File: config.mk
export PLATFORM = sky130hd
export DESIGN_NAME = bank_read_collector
export DESIGN_NICKNAME = d
export VERILOG_FILES = /design/src/tag_store_pkg.sv /design/src/bank_read_collector.sv
export SDC_FILE = /design/constraint.sdc
export NUM_CORES = 1
export LEC_CHECK = 0
export BUFFER_PORTS_ARGS = -buffer_cell sky130_fd_sc_hd__buf_2
export CAP_MARGIN = 20
export CORE_ASPECT_RATIO = 0.5
export CORE_MARGIN = 1
export CORE_UTILIZATION = 40
export CTS_BUF_LIST = sky130_fd_sc_hd__clkbuf_8
export DETAILED_ROUTE_END_ITERATION = 6
export PLACE_DENSITY = 0.9
export SETUP_SLACK_MARGIN = 0.05
export SYNTH_ARGS = -nofsm -noshare
export SYNTH_HDL_FRONTEND = slang
export SYNTH_SLANG_ARGS = --single-unit
File: constraint.sdc
create_clock -name clk -period 1.6 [get_ports clk]
set_input_delay 0.24 -clock clk [delete_from_list [all_inputs] [get_ports clk]]
set_output_delay 0.24 -clock clk [all_outputs]
set_load 0.02 [all_outputs]
File: src/tag_store_pkg.sv
`default_nettype none

package tag_store_pkg;

    ////////////////////////////////////////
    // Widths
    ////////////////////////////////////////
    localparam int PAYLOAD_BITS    = 24;
    localparam int ENTRY_ADDR_BITS = 6;
    localparam int BANK_BITS       = 4;
    localparam int WB_ADDR_BITS    = 12;
    localparam int WB_DATA_BITS    = 32;
    localparam int BANK_ENTRIES    = 2 ** ENTRY_ADDR_BITS;

    typedef logic [PAYLOAD_BITS-1:0]    payload_t;
    typedef logic [ENTRY_ADDR_BITS-1:0] entry_addr_t;
    typedef logic [BANK_BITS-1:0]       bank_idx_t;
    typedef logic [WB_ADDR_BITS-1:0]    wb_addr_t;
    typedef logic [WB_DATA_BITS-1:0]    wb_data_t;

    ////////////////////////////////////////
    // Address map
    ////////////////////////////////////////
    localparam int ENTRY_LSB   = 0;
    localparam int BANK_LSB    = 6;
    localparam int CONSUME_BIT = 10;
    localparam int CONTROL_BIT = 11;
    // Valid tag position in the data word
    localparam int VALID_BIT   = 31;

    // Request broadcast to every bank
    typedef struct packed {
        logic        write_payload;
        entry_addr_t addr;
        payload_t    payload;
        logic        valid_tag;
        logic        clear_valid;
        logic        read_en;
    } bank_req_t;

    typedef struct packed {
        payload_t payload;
        logic     valid;
    } bank_rsp_t;

    typedef enum logic [1:0] {
        IDLE,
        READ_WAIT,
        READ_COLLECT,
        ACK
    } dec_state_t;

endpackage

`default_nettype wire
File: src/bank_read_collector.sv
`timescale 1ns/1ps
`default_nettype none

module bank_read_collector
    import tag_store_pkg::*;
#(
    parameter int NUM_BANKS = 4
) (
    input  logic                            clk,
    input  logic                            reset,
    input  bank_rsp_t [NUM_BANKS-1:0]       bank_rsp,
    input  logic      [NUM_BANKS-1:0]       occupancy,
    input  bank_idx_t                       rd_bank,
    input  logic                            rd_status,
    input  logic                            collect,
    output wb_data_t                        wb_dat_r
);

    bank_rsp_t sel_rsp;
    wb_data_t  data_word;
    wb_data_t  status_word;

    // Bank mux gives zero when no bank matches
    always_comb begin
        sel_rsp = '0;
        for (int i = 0; i < NUM_BANKS; i++) begin
            if (rd_bank == bank_idx_t'(i)) begin
                sel_rsp = bank_rsp[i];
            end
        end
    end

    ////////////////////////////////////////
    // Read word formats
    ////////////////////////////////////////
    always_comb begin
        data_word                       = '0;
        data_word[PAYLOAD_BITS-1:0]     = sel_rsp.payload;
        data_word[VALID_BIT]            = sel_rsp.valid;
    end

    // One occupancy flag per bank in the low bits
    always_comb begin
        status_word                 = '0;
        status_word[NUM_BANKS-1:0]  = occupancy;
    end

    always_ff @(posedge clk) begin
        if (reset) begin
            wb_dat_r <= '0;
        end else if (collect) begin
            wb_dat_r <= rd_status ? status_word : data_word;
        end
    end

endmodule

`default_nettype wire

==> metrics.txt <==
status complete, no violations; critical path required time 1.75 ns; Post-DRT Antenna Nets 0; DP HPWL 4300 µm; YS warnings 0; DR pass1 iterations 4; Worst VDD drop 378 µV; crit path launch type input port; TritonCTS Buffers 3; post-cts sizing count 0; Post-CTS Setup Bufs 0; clock latency on the worst-skew pair 0.27 ns; Static Leak 1.14 nW; largest net degree at the start of global routing 25; storage element area 500 µm²; row count 16; vias in the first global route 1,794; Net count, final 462; #FFs+latches synth 25; number of synthesized flops with an enable pin 0; M1 WL 2240 µm; Worst Setup Slack, final 0.259 ns; FFs w/ async S/R, synth 0; Largest register FFs 25; hold-fix buffers at CTS 0; CTS tree built; mean post-synth cell area 7.86 µm²; Yosys cell types 30; max-slew violation count 0; Die W 93.9 µm; routed wl met3 263 µm; Worst Skew 0 ns; Worst R2R Setup Slack 0.53 ns; H-tree depth 1; Ports 144; FILL cells 357; nature of the critical path endpoint flop; placed cells 399; layout cells sized above 1 0.450; Initial Utilization 0.424; die area 4510 µm²; Critical Path AT 1.49 ns; Port Buffers 136; DR WL/cell 13.5 µm; Top Layer Used met4; final setup violation count 0; Setup TNS 0 ns; Netlist Area Pre-Place 1690 µm²; Hold Crit Class in -> reg; CTS Buffer Depth 2; CTS root buf clkbuf_8; crit path max fanout 8; final WL 5460 µm; period utilisation layout 0.838; core area 3980 µm²; residual DRC count 0; WHS 0.225 ns; GRT overflow 0; register with the most flip-flops wb_dat_r; min Tclk post-route 1.34 ns; vias per std cell 5.28; MaxCap Viol Count 0; first-pass GRT wire length 7730 µm; Max Clk Rate 0.746 GHz; via count 2,126; non-filler cells, final 403; CTS sink cnt 25; pwr/cell area 571 nW/µm²; footprint of the multi-input gates 1070 µm²; n_diodes 0; Post-synth top flop dfxtp_1; Area Growth Syn to Fin 46.2%; Total GRT Usage 0.225; dpl ws -0.00716 ns; clk slew on worst S/H paths 0.09 ns; top flop regs wb_dat_r: 25 flops; Die Height 48.0 µm; WL met2 2940 µm; post-synthesis sequential area ratio 0.296; RSZ-0062 raised after global routing false; Initial DRC Count 62; Cells after Synth 215; CP Class in -> reg; final number of hold-violating endpoints 0; GPL Wtd Cong 0.779; initial antenna violation count 0
==> report_power, final <==
group          switching [W]  internal [W]  leakage [nW]
clock               0.000200      0.000174        0.0255
sequential        0.00000841      0.000639         0.203
combinational       0.000192      0.000198         0.916
==> cells by family after synthesis <==
kind of cell / share of synthesized area
mux: 0.0259
compound gates: 0.296
simple gates: 0.298
flops: 0.296
buf+inv: 0.0814
other cells: 0.00222
==> critical path, stage by stage <==
cell and delay [ns]:
buf_2 0.14, or4b_1 0.55, buf_4 0.19, o22ai_1 0.18, or3_1 0.14, a21oi_1 0.05
==> routing by layer <==
layer / up-vias / track usage
met1: 997 / 0.252
met5: - / 0
li1: 1057 / -
met3: 2 / 0.0476
met2: 70 / 0.472
met4: 0 / 0.0308
==> layout by cell type, fill, tap and decap left out, drive strengths merged, types with 2 or more instances in the layout <==
master and instances:
buf 149, dfxtp 25, a21oi 24, nor2b 23
a211oi 22, nand2b 21, o22ai 21, or3 20
conb 7, o21ai 7, nand2 6, a221o 3
clkbuf 3, mux2 3, nor2 2
==> synth_stat cells (2+ instances only) <==
master	instances	area (µm²)
or3_1	20	125
nor2_1	2	7.51
nand2b_1	21	131
dfxtp_1	25	500
mux2_2	2	22.5
a21oi_1	24	120
a221o_1	3	30.0
nor2b_1	23	144
clkbuf_1	7	26.3
o21ai_0	6	30.0
a211oi_1	22	165
o22ai_1	21	131
nand2_1	6	22.5
buf_2	11	55.1
buf_4	7	52.6
==> worst paths after layout <==
check,start,endpoint,cells past startpoint
worst max-delay path,rd_bank[3],wb_dat_r[17],6
worst min-delay path,bank_rsp[76],wb_dat_r[0],3
worst max register to register,wb_dat_r[0],wb_dat_r[0],3
worst min register to register,wb_dat_r[2],wb_dat_r[2],2
==> per-stage QoR <==
step           power [W]  instance area, µm²  utilization
3_3_place_gp     0.00104                2420        0.609
6_report         0.00141                2470        0.620
5_1_grt          0.00148                2470        0.620
4_1_cts          0.00142                2470        0.620
2_1_floorplan   0.000863                1710            -
3_5_place_dp     0.00105                2420        0.609
==> layout make-up <==
type                    instances  area share
clock buffers                   3      0.0167
flip-flops and latches         25       0.203
clock inverters                 1     0.00203
repair buffers                149       0.315
inverters                       1     0.00152
well taps                      54      0.0273
multi-input cells             170       0.435
(Power assumes the default switching activity.)
