==> config.mk <==
export PLATFORM = sky130hd
export DESIGN_NAME = wb_bank_decoder
export DESIGN_NICKNAME = d
export VERILOG_FILES = /design/src/tag_store_pkg.sv /design/src/wb_bank_decoder.sv
export SDC_FILE = /design/constraint.sdc
export NUM_CORES = 1
export LEC_CHECK = 0
export BUFFER_PORTS_ARGS = -buffer_cell sky130_fd_sc_hd__buf_2
export CORE_ASPECT_RATIO = 1.5
export CORE_MARGIN = 5
export CORE_UTILIZATION = 39
export CTS_CLUSTER_SIZE = 28
export DETAILED_ROUTE_END_ITERATION = 8
export GPL_TIMING_DRIVEN = 0
export PLACE_DENSITY_LB_ADDON = 0.05
export SYNTH_ARGS = -nofsm -noshare
export SYNTH_HDL_FRONTEND = slang
export SYNTH_SLANG_ARGS = --single-unit
export TNS_END_PERCENT = 30
==> constraint.sdc <==
create_clock -name clk -period 3 [get_ports clk]
set_input_delay 0.15 -clock clk [delete_from_list [all_inputs] [get_ports clk]]
set_output_delay 0.15 -clock clk [all_outputs]
set_load 0.01 [all_outputs]
==> src/tag_store_pkg.sv <==
`default_nettype none

package tag_store_pkg;

    ////////////////////////////////////////
    // Widths
    ////////////////////////////////////////
    localparam int PAYLOAD_BITS    = 24;
    localparam int ENTRY_ADDR_BITS = 6;
    localparam int BANK_BITS       = 4;
    localparam int WB_ADDR_BITS    = 12;
    localparam int WB_DATA_BITS    = 32;
    localparam int BANK_ENTRIES    = 2 ** ENTRY_ADDR_BITS;

    typedef logic [PAYLOAD_BITS-1:0]    payload_t;
    typedef logic [ENTRY_ADDR_BITS-1:0] entry_addr_t;
    typedef logic [BANK_BITS-1:0]       bank_idx_t;
    typedef logic [WB_ADDR_BITS-1:0]    wb_addr_t;
    typedef logic [WB_DATA_BITS-1:0]    wb_data_t;

    ////////////////////////////////////////
    // Address map
    ////////////////////////////////////////
    localparam int ENTRY_LSB   = 0;
    localparam int BANK_LSB    = 6;
    localparam int CONSUME_BIT = 10;
    localparam int CONTROL_BIT = 11;
    // Valid tag position in the data word
    localparam int VALID_BIT   = 31;

    // Request broadcast to every bank
    typedef struct packed {
        logic        write_payload;
        entry_addr_t addr;
        payload_t    payload;
        logic        valid_tag;
        logic        clear_valid;
        logic        read_en;
    } bank_req_t;

    typedef struct packed {
        payload_t payload;
        logic     valid;
    } bank_rsp_t;

    typedef enum logic [1:0] {
        IDLE,
        READ_WAIT,
        READ_COLLECT,
        ACK
    } dec_state_t;

endpackage

`default_nettype wire
==> src/wb_bank_decoder.sv <==
`timescale 1ns/1ps
`default_nettype none

module wb_bank_decoder
    import tag_store_pkg::*;
#(
    parameter int NUM_BANKS = 4
) (
    input  logic                 clk,
    input  logic                 reset,
    input  logic                 wb_cyc,
    input  logic                 wb_stb,
    input  logic                 wb_we,
    input  wb_addr_t             wb_adr,
    input  wb_data_t             wb_dat_w,
    output logic                 wb_ack,
    output bank_req_t            bank_req,
    output logic [NUM_BANKS-1:0] bank_sel,
    output logic [NUM_BANKS-1:0] flush_mask,
    output bank_idx_t            rd_bank,
    output logic                 rd_status,
    output logic                 collect
);

    dec_state_t  state;
    logic        accept;
    entry_addr_t wb_entry;
    bank_idx_t   wb_bank;
    logic        wb_consume;
    logic        wb_control;
    entry_addr_t entry_q;
    bank_idx_t   bank_q;
    logic        consume_q;
    logic        control_q;
    bank_idx_t   cur_bank;

    ////////////////////////////////////////
    // Address fields
    ////////////////////////////////////////
    assign wb_entry   = wb_adr[ENTRY_LSB +: ENTRY_ADDR_BITS];
    assign wb_bank    = wb_adr[BANK_LSB +: BANK_BITS];
    assign wb_consume = wb_adr[CONSUME_BIT];
    assign wb_control = wb_adr[CONTROL_BIT];

    // New transactions only in IDLE
    assign accept = (state == IDLE) && wb_cyc && wb_stb;

    ////////////////////////////////////////
    // FSM
    ////////////////////////////////////////
    always_ff @(posedge clk) begin
        if (reset) begin
            state <= IDLE;
        end else begin
            case (state)
                IDLE: begin
                    if (accept) begin
                        state <= wb_we ? ACK : READ_WAIT;
                    end
                end
                READ_WAIT:    state <= READ_COLLECT;
                READ_COLLECT: state <= ACK;
                default:      state <= IDLE;
            endcase
        end
    end

    // Transaction fields held for the read phases
    always_ff @(posedge clk) begin
        if (accept) begin
            entry_q   <= wb_entry;
            bank_q    <= wb_bank;
            consume_q <= wb_consume && !wb_control;
            control_q <= wb_control;
        end
    end

    // One-cycle flush pulse
    // A control write with CONSUME_BIT set flushes nothing
    always_ff @(posedge clk) begin
        if (reset) begin
            flush_mask <= '0;
        end else if (accept && wb_we && wb_control && !wb_consume) begin
            flush_mask <= wb_dat_w[NUM_BANKS-1:0];
        end else begin
            flush_mask <= '0;
        end
    end

    ////////////////////////////////////////
    // Bank request
    ////////////////////////////////////////

    // Writes go out in IDLE, reads one cycle later from the held fields
    always_comb begin
        bank_req               = '0;
        bank_req.addr          = (state == IDLE) ? wb_entry : entry_q;
        bank_req.payload       = wb_dat_w[PAYLOAD_BITS-1:0];
        bank_req.valid_tag     = wb_dat_w[VALID_BIT];
        bank_req.write_payload = accept && wb_we && !wb_control;
        bank_req.read_en       = (state == READ_WAIT) && !control_q;
        bank_req.clear_valid   = (state == READ_WAIT) && !control_q && consume_q;
    end

    // One-hot select; an out-of-range bank matches nothing
    assign cur_bank = (state == IDLE) ? wb_bank : bank_q;

    always_comb begin
        for (int i = 0; i < NUM_BANKS; i++) begin
            bank_sel[i] = (cur_bank == bank_idx_t'(i));
        end
    end

    assign rd_bank   = bank_q;
    assign rd_status = control_q;
    assign collect   = (state == READ_COLLECT);
    assign wb_ack    = (state == ACK);

endmodule

`default_nettype wire

==> out/results.txt, run 1 <==
Dpl cell area = 1420 sq um
Antenna diode count = 0
Post-cts gate resize count = 0
CTS buffer count = 3
Gp weighted congestion = 0.709
Setup tns final = 0 ns
H-tree level count = 1
Commonest non-fill, non-tap cells in the layout = buf_2, buf_4, edfxtp_1
Vias per inst = 4.40
Clk buf depth = 2
Power share of the clock group = 15.2%
Final setup vio count = 0
Lkg Pwr = 0.000735 uW
Initial DRT Pass Iterations = 4
Worst skew pair latency = 0.30 ns
Net count, final = 224
Share of layout cells above drive strength 1 = 62.9%
Comb pwr share = 45.8%
Crit path capture type = primary output
Global-route wire length before repair = 3660 microns
Cell Area, Synth = 1030 sq um
PnR worst setup slack = 1.11 ns
Post-synth net total = 150
HPWL after detailed placement = 2040 microns
PwrDens = 560 nW/um^2
Gr usage total = 12.5%
Final hold viol count = 0
CP Data Required Time = 2.85 ns
Mean Syn Cell Area = 10.6 sq um
WL/cell = 11.5 microns
Reg power frac = 39.0%
Hold Buf Count CTS = 0
Cells after Synth = 97
Crit Path Class = reg -> out
Internal power = 525 uW
Clock transition at path regs = 0.10 ns
Crit Path Max Fanout = 10
Syn. warnings = 0
Buffers on Ports = 69
Period utilization = 63.2%
Register bit count reported by yosys = 18
Clock Skew = 0.00360 ns
Io pins = 98
Die Ht = 73.0 microns
Setup Fix Bufs, Post-CTS = 0
Area grow syn2layout = 40.4%
Sequential share of the synthesized area = 46.6%
Final Util = 57.8%
Overflow after GRT = 0
FILL cells = 239
Leading cell type in the layout, fill and taps excluded = buf_2
Fmax = 0.528 GHz
Post-route ant nets = 0
Sw frac = 35.2%
Pin count of the biggest net entering global routing = 13
Die Area = 3790 sq um
Initial drt markers = 15
Hold WC Path Type = in -> reg
Routed Wire Length = 2370 microns
Unrepaired setup endpoints after global routing = false
CTS Sinks = 18
Post-route cell area = 1450 sq um
Die X = 52.0 microns
Pins Over Slew Limit = 0
MaxCap Viol Count = 0
Status = complete, no violations
Yosys cell types = 25
Vias in the first global route = 891
Element type at the critical path start = flip-flop
Rel. slew slack = 63.6%
Core Footprint = 2500 sq um
Max VDD drop = 0.282 mV
Placement Rows = 22
Net Sw Power = 285 uW
CTS tree = yes
Root Driver = clkbuf_4
DRC violations left = 0
Fin crit period = 1.89 ns
Via count of the routed design = 906
Least-Margin Pin Slew = 0.546 ns
Dpl ws = 1.18 ns
Initial Utilization = 41.2%
Worst EP arrival = 1.74 ns
Antenna violations before repair = 0
==> Yosys cell counts (all sizes together) <==
library cell | instances | share of area, %
a21oi | 4 | 1.9
a31o | 1 | 0.85
a31oi | 1 | 0.61
a32oi | 1 | 0.85
and2 | 5 | 3.0
and3 | 1 | 0.61
buf | 27 | 19
dfxtp | 6 | 12
edfxtp | 12 | 35
ha | 4 | 4.9
inv | 4 | 1.5
mux2 | 6 | 6.6
nand2 | 3 | 1.1
nand2b | 1 | 0.61
nand3 | 2 | 0.97
nand3b | 1 | 0.73
nand4 | 1 | 0.61
nand4b | 1 | 0.85
nor2 | 8 | 2.9
nor2b | 3 | 1.8
nor3 | 2 | 0.97
nor4b | 1 | 1.5
o21ai | 1 | 0.48
o32a | 1 | 0.97
==> state kept, by name, summed over array words and instances, names as in the netlist <==
name,cells
rd_bank,4
rd_status,1
entry_q,6
flush_mask,4
consume_q,1
state,2
==> power by group through the flow <==
stage               sequential [uW]  combinational, uW  clock [uW]
floorplan                       322                252           0
global placement                320                373           0
detailed placement              322                379           0
CTS                             316                379         130
global route                    320                408         146
finish                          316                371         123
==> cell type report <==
cell class / instances / area (sq um) / share of cell area (%)
timing repair buffer: 69 / 345 / 23.9
buffer: 27 / 198 / 13.7
sequential: 18 / 480 / 33.2
tap: 36 / 45.0 / 3.11
clock inverter: 1 / 3.75 / 0.259
clock buffer: 3 / 22.5 / 1.56
multi-input combinational: 48 / 338 / 23.3
inverter: 4 / 15.0 / 1.04
==> worst max-delay path, stage by stage (launching register included) <==
cell and delay, ns:
dfxtp_1 0.34, inv_1 0.10, ha_1 0.24, buf_2 0.27, mux2_2 0.36, buf_2 0.14
==> per-layer routing <==
layer / GRT usage (%) / wire (microns)
met2: 22.5 / 1280
met4: 6.12 / 39
met1: 12.8 / 838
met3: 3.27 / 210
met5: 0 / 0
==> path summary, 6_finish.rpt <==
kind | start | endpoint | slack [ns] | depth (start not counted)
worst max-delay path | state[1]$_SDFFE_PP0P_ | bank_req[32] | 1.11 | 5
worst min-delay path | wb_adr[9] | rd_bank[3]$_DFFE_PP_ | 0.03 | 1
worst max register to register | state[1]$_SDFFE_PP0P_ | entry_q[5]$_DFFE_PP_ | 1.20 | 4
worst min register to register | state[0]$_SDFFE_PP0P_ | state[0]$_SDFFE_PP0P_ | 0.52 | 2
==> through the flow <==
step           hold WS (ns)  cells  total power (uW)
3_3_place_gp          0.342    202               693
6_report             0.0338    206               810
4_1_cts              0.0203    206               825
5_1_grt             0.00583    206               874
2_1_floorplan         0.219     97               574
3_5_place_dp          0.343    202               701
==> kinds of logic (layout without fill, tap and decap cells) <==
group / after synthesis / count (layout) / share of synthesized area (%)
flip-flops: 18 / 18 / 46.6
buffers and inverters: 31 / 104 / 20.6
AND/OR/NAND/NOR: 29 / 29 / 15.7
multiplexers: 6 / 6 / 6.55
AO/OA/AOI/OAI: 9 / 9 / 5.70
adder cells (fa/ha/maj): 4 / 4 / 4.85
Power figures use the tool's default switching activity.
==> run 2: changes to the inputs <==
Settings changed: ABC_AREA set to 1, CORE_UTILIZATION 39 to 33.
Clock period 3 ns to 1.6 ns, I/O delays scaled along.
==> run 2 against run 1 <==
  * Synthesized cell count rose by 33%
  * Hold slack got worse by 0.018 ns
  * Clock skew rose by 0.00057 ns
  * Cell count rose by 21%
  * Die area rose by 21%
  * Global-route usage fell by 0.95 points
  * Total power rose to 2.6 times the previous value
  * Critical path type unchanged
==> out/results.txt, run 2 <==
Hold WC Path Type = in -> reg
Leading area contributor after synthesis = edfxtp_1
Initial DRT Pass Iterations = 5 (+1)
Leading cell type in the layout, fill and taps excluded = buf_2
Max VDD drop = 0.766 mV (+170%)
Buffers on Ports = 69 (unchanged)
Area contributors post-synth = edfxtp_1, buf_4, nand2_1
Clock Skew = 0.00417 ns (+0.000572 ns)
Via count of the routed design = 1,024 (+13%)
Die Area = 4600 sq um (+21%)
PwrDens = 1310 nW/um^2 (+130%)
Overflow after GRT = 0 (unchanged)
Top cells by count, synth = nand2_1, buf_4, inv_1
Tot Pwr = 2140 uW (+160%)
Lkg Pwr = 0.000914 uW (+24%)
Top reg by flops = entry_q
Vias in the first global route = 963 (+8.1%)
Fmax = 0.639 GHz
Fin crit period = 1.56 ns
Crit Path Max Fanout = 8 (-2)
Gp weighted congestion = 0.736 (+3.7%)
Worst skew pair latency = 0.25 ns (-0.05 ns)
Die Ht = 80.6 microns (+10%)
Rel. slew slack = 85.9% (+22 points)
Status = complete, no violations
Net Sw Power = 835 uW (+190%)
Final Instance Count excl. Fillers = 250 (+21%)
Inst Count DP = 238 (+18%)
Sw frac = 39.0% (+3.8 points)
Cell Chain, Critical Path = inv_4, ha_4, buf_8, buf_8, o21ai_2, nand2_1, nor2_1, buf_2
Most frequent cell after synthesis = nand2_1
MaxCap Viol Count = 0 (unchanged)
Pin count of the biggest net entering global routing = 14 (+1)
HPWL after detailed placement = 2260 microns (+11%)
Cells after Synth = 129 (+33%)
Initial drt markers = 4 (-11)
Routed Wire Length = 2720 microns (+15%)
CTS tree = yes
CTS Sinks = 18 (unchanged)
Unrepaired setup endpoints after global routing = true
Die X = 57.1 microns (+9.8%)
Area grow syn2layout = 49.3%
Vias per inst = 4.10 (-6.9%)
Clock transition at path regs = 0.07 ns (-0.03 ns)
CP Data Required Time = 1.52 ns (-1.33 ns)
Crit path capture type = primary output
WL/cell = 10.9 microns (-5.5%)
Internal power = 1310 uW (+150%)
CTS buffer count = 3 (unchanged)
Core Footprint = 3190 sq um (+27%)
Max stage delay on crit path = 0.36 ns (about the same)
Critical path's most frequent cell = buf_8
Period utilization = 97.8%
Commonest non-fill, non-tap cells in the layout = buf_2, nand2_1, buf_4
Post-synth net total = 182 (+21%)
Comb pwr share = 56.5% (+11 points)
Io pins = 98 (unchanged)
Placement Rows = 25 (+14%)
Reg power frac = 28.2% (-11 points)
Sequential share of the synthesized area = 43.8% (-2.8 points)
Share of layout cells above drive strength 1 = 58.6% (-4.4 points)
Global-route wire length before repair = 4140 microns (+13%)
Slowest-stage cell, CP = dfxtp_2
Pins Over Slew Limit = 0 (unchanged)
Power share of the clock group = 15.3% (about the same)
Least-Margin Pin Slew = 0.211 ns (-0.335 ns)
Synth Flop Type = edfxtp_1
Worst EP arrival = 1.48 ns (-0.26 ns)
Hold Slack = 0.0162 ns (-0.0176 ns)
Post-route ant nets = 0 (unchanged)
DRC violations left = 0 (unchanged)
Initial Utilization = 34.4% (-6.8 points)
H-tree level count = 1 (unchanged)
Top cell type's share of synthesized area = 32.8% (-2.1 points)
Syn. warnings = 0 (unchanged)
Final setup vio count = 0 (unchanged)
Antenna diode count = 0 (unchanged)
Cell Area, Synth = 1100 sq um (+6.4%)
Max FFs per register = 6 (unchanged)
Ys async rst share = 0% (unchanged)
Clk buf depth = 2 (unchanged)
Mean Syn Cell Area = 8.51 sq um (-20%)
Gr usage total = 11.5% (-0.95 points)
Root Driver = clkbuf_8
FILL cells = 345 (+44%)
Setup tns final = 0 ns (unchanged)
Net count, final = 264 (+18%)
Crit Path Class = reg -> out
Element type at the critical path start = flip-flop
Register bit count reported by yosys = 18 (unchanged)
Final hold viol count = 0 (unchanged)
Post-synth EDFFs = 12 (unchanged)
Yosys cell types = 20 (-20%)
Antenna violations before repair = 0 (unchanged)
-- run 2: cell count changes in the layout (fill, tap and decap cells not counted), moves of 3 or more --
| cell | delta |
|---|---|
| a21oi_1 | -4 |
| and2_1 | -5 |
| buf_4 | +7 |
| clkbuf_4 | -3 |
| clkbuf_8 | +3 |
| inv_1 | +10 |
| mux2_2 | -6 |
| nand2_1 | +30 |
| nor2_1 | +6 |
| nor2_2 | +4 |
| nor2b_1 | -3 |
-- run 2: through the flow --
| step | worst slack (ns) | area, sq um | util (%) |
|---|---|---|---|
| detailed placement | 0.0883 | 1490 | 46.8 |
| finish | 0.0353 | 1640 | 51.3 |
| CTS | -0.0597 | 1570 | 49.2 |
| global route | -0.0787 | 1640 | 51.3 |
| global placement | 0.105 | 1490 | 46.8 |
| floorplan | 0.312 | 1100 | - |
-- run 2: cell type report --
type | count | area [sq um] | area share [%]
Sequential cell | 18 | 483 | 29.5
Timing Repair Buffer | 77 | 408 | 24.9
Multi-Input combinational cell | 66 | 352 | 21.5
Buffer | 27 | 218 | 13.3
Inverter | 18 | 82.6 | 5.04
Tap cell | 40 | 50.0 | 3.06
Clock buffer | 3 | 41.3 | 2.52
Clock inverter | 1 | 3.75 | 0.229
-- run 2: what timing repair did --
action | in CTS | in global routing
hold buffers | 1 | 0
pin swaps | 0 | 4
setup endpoints to repair | 5 | 5
gates resized for setup | 4 | 10
setup buffers | 2 | 5
endpoints found under the hold margin | 1 | 0
-- run 2: metal layers --
metal	routed length (microns)	vias to the layer above	global-route usage, %
li1	-	529	-
met1	866	444	10.8
met2	1500	49	21.7
met3	331	2	3.86
met4	23	0	5.57
met5	0	-	0
-- run 2: logic make-up after synthesis --
kind of cell             Yosys count  synth area share (%)
AO/OA/AOI/OAI                      4                  2.51
flip-flops                        18                  43.8
buffers and inverters             45                  25.5
adder cells (fa/ha/maj)            4                  4.56
AND/OR/NAND/NOR                   58                  23.6
-- run 2: critical path, delay by kind of cell, from the launching register on --
family	cells	cell delay [ns]
AND/OR/NAND/NOR	2	0.17
flip-flops	1	0.36
adder cells (fa/ha/maj)	1	0.15
AO/OA/AOI/OAI	1	0.10
buffers and inverters	4	0.44
-- run 2: power by group through the flow --
| stage | clock network [uW] | logic, uW | registers (uW) |
|---|---|---|---|
| 6_report | 328 | 1210 | 604 |
| 5_1_grt | 362 | 1380 | 609 |
| 4_1_cts | 345 | 1050 | 598 |
| 3_5_place_dp | 0 | 1000 | 610 |
| 3_3_place_gp | 0 | 986 | 606 |
| 2_1_floorplan | 0 | 683 | 609 |
-- run 2: final timing paths --
kind | start | to | cells after the start | slack [ns]
worst max-delay path | state[0]$_SDFFE_PP0P_ | bank_sel[0] | 8 | 0.04
worst min-delay path | wb_adr[6] | rd_bank[0]$_DFFE_PP_ | 1 | 0.02
worst max register to register | state[1]$_SDFFE_PP0P_ | entry_q[1]$_DFFE_PP_ | 6 | 0.19
worst min register to register | state[1]$_SDFFE_PP0P_ | state[1]$_SDFFE_PP0P_ | 4 | 0.61
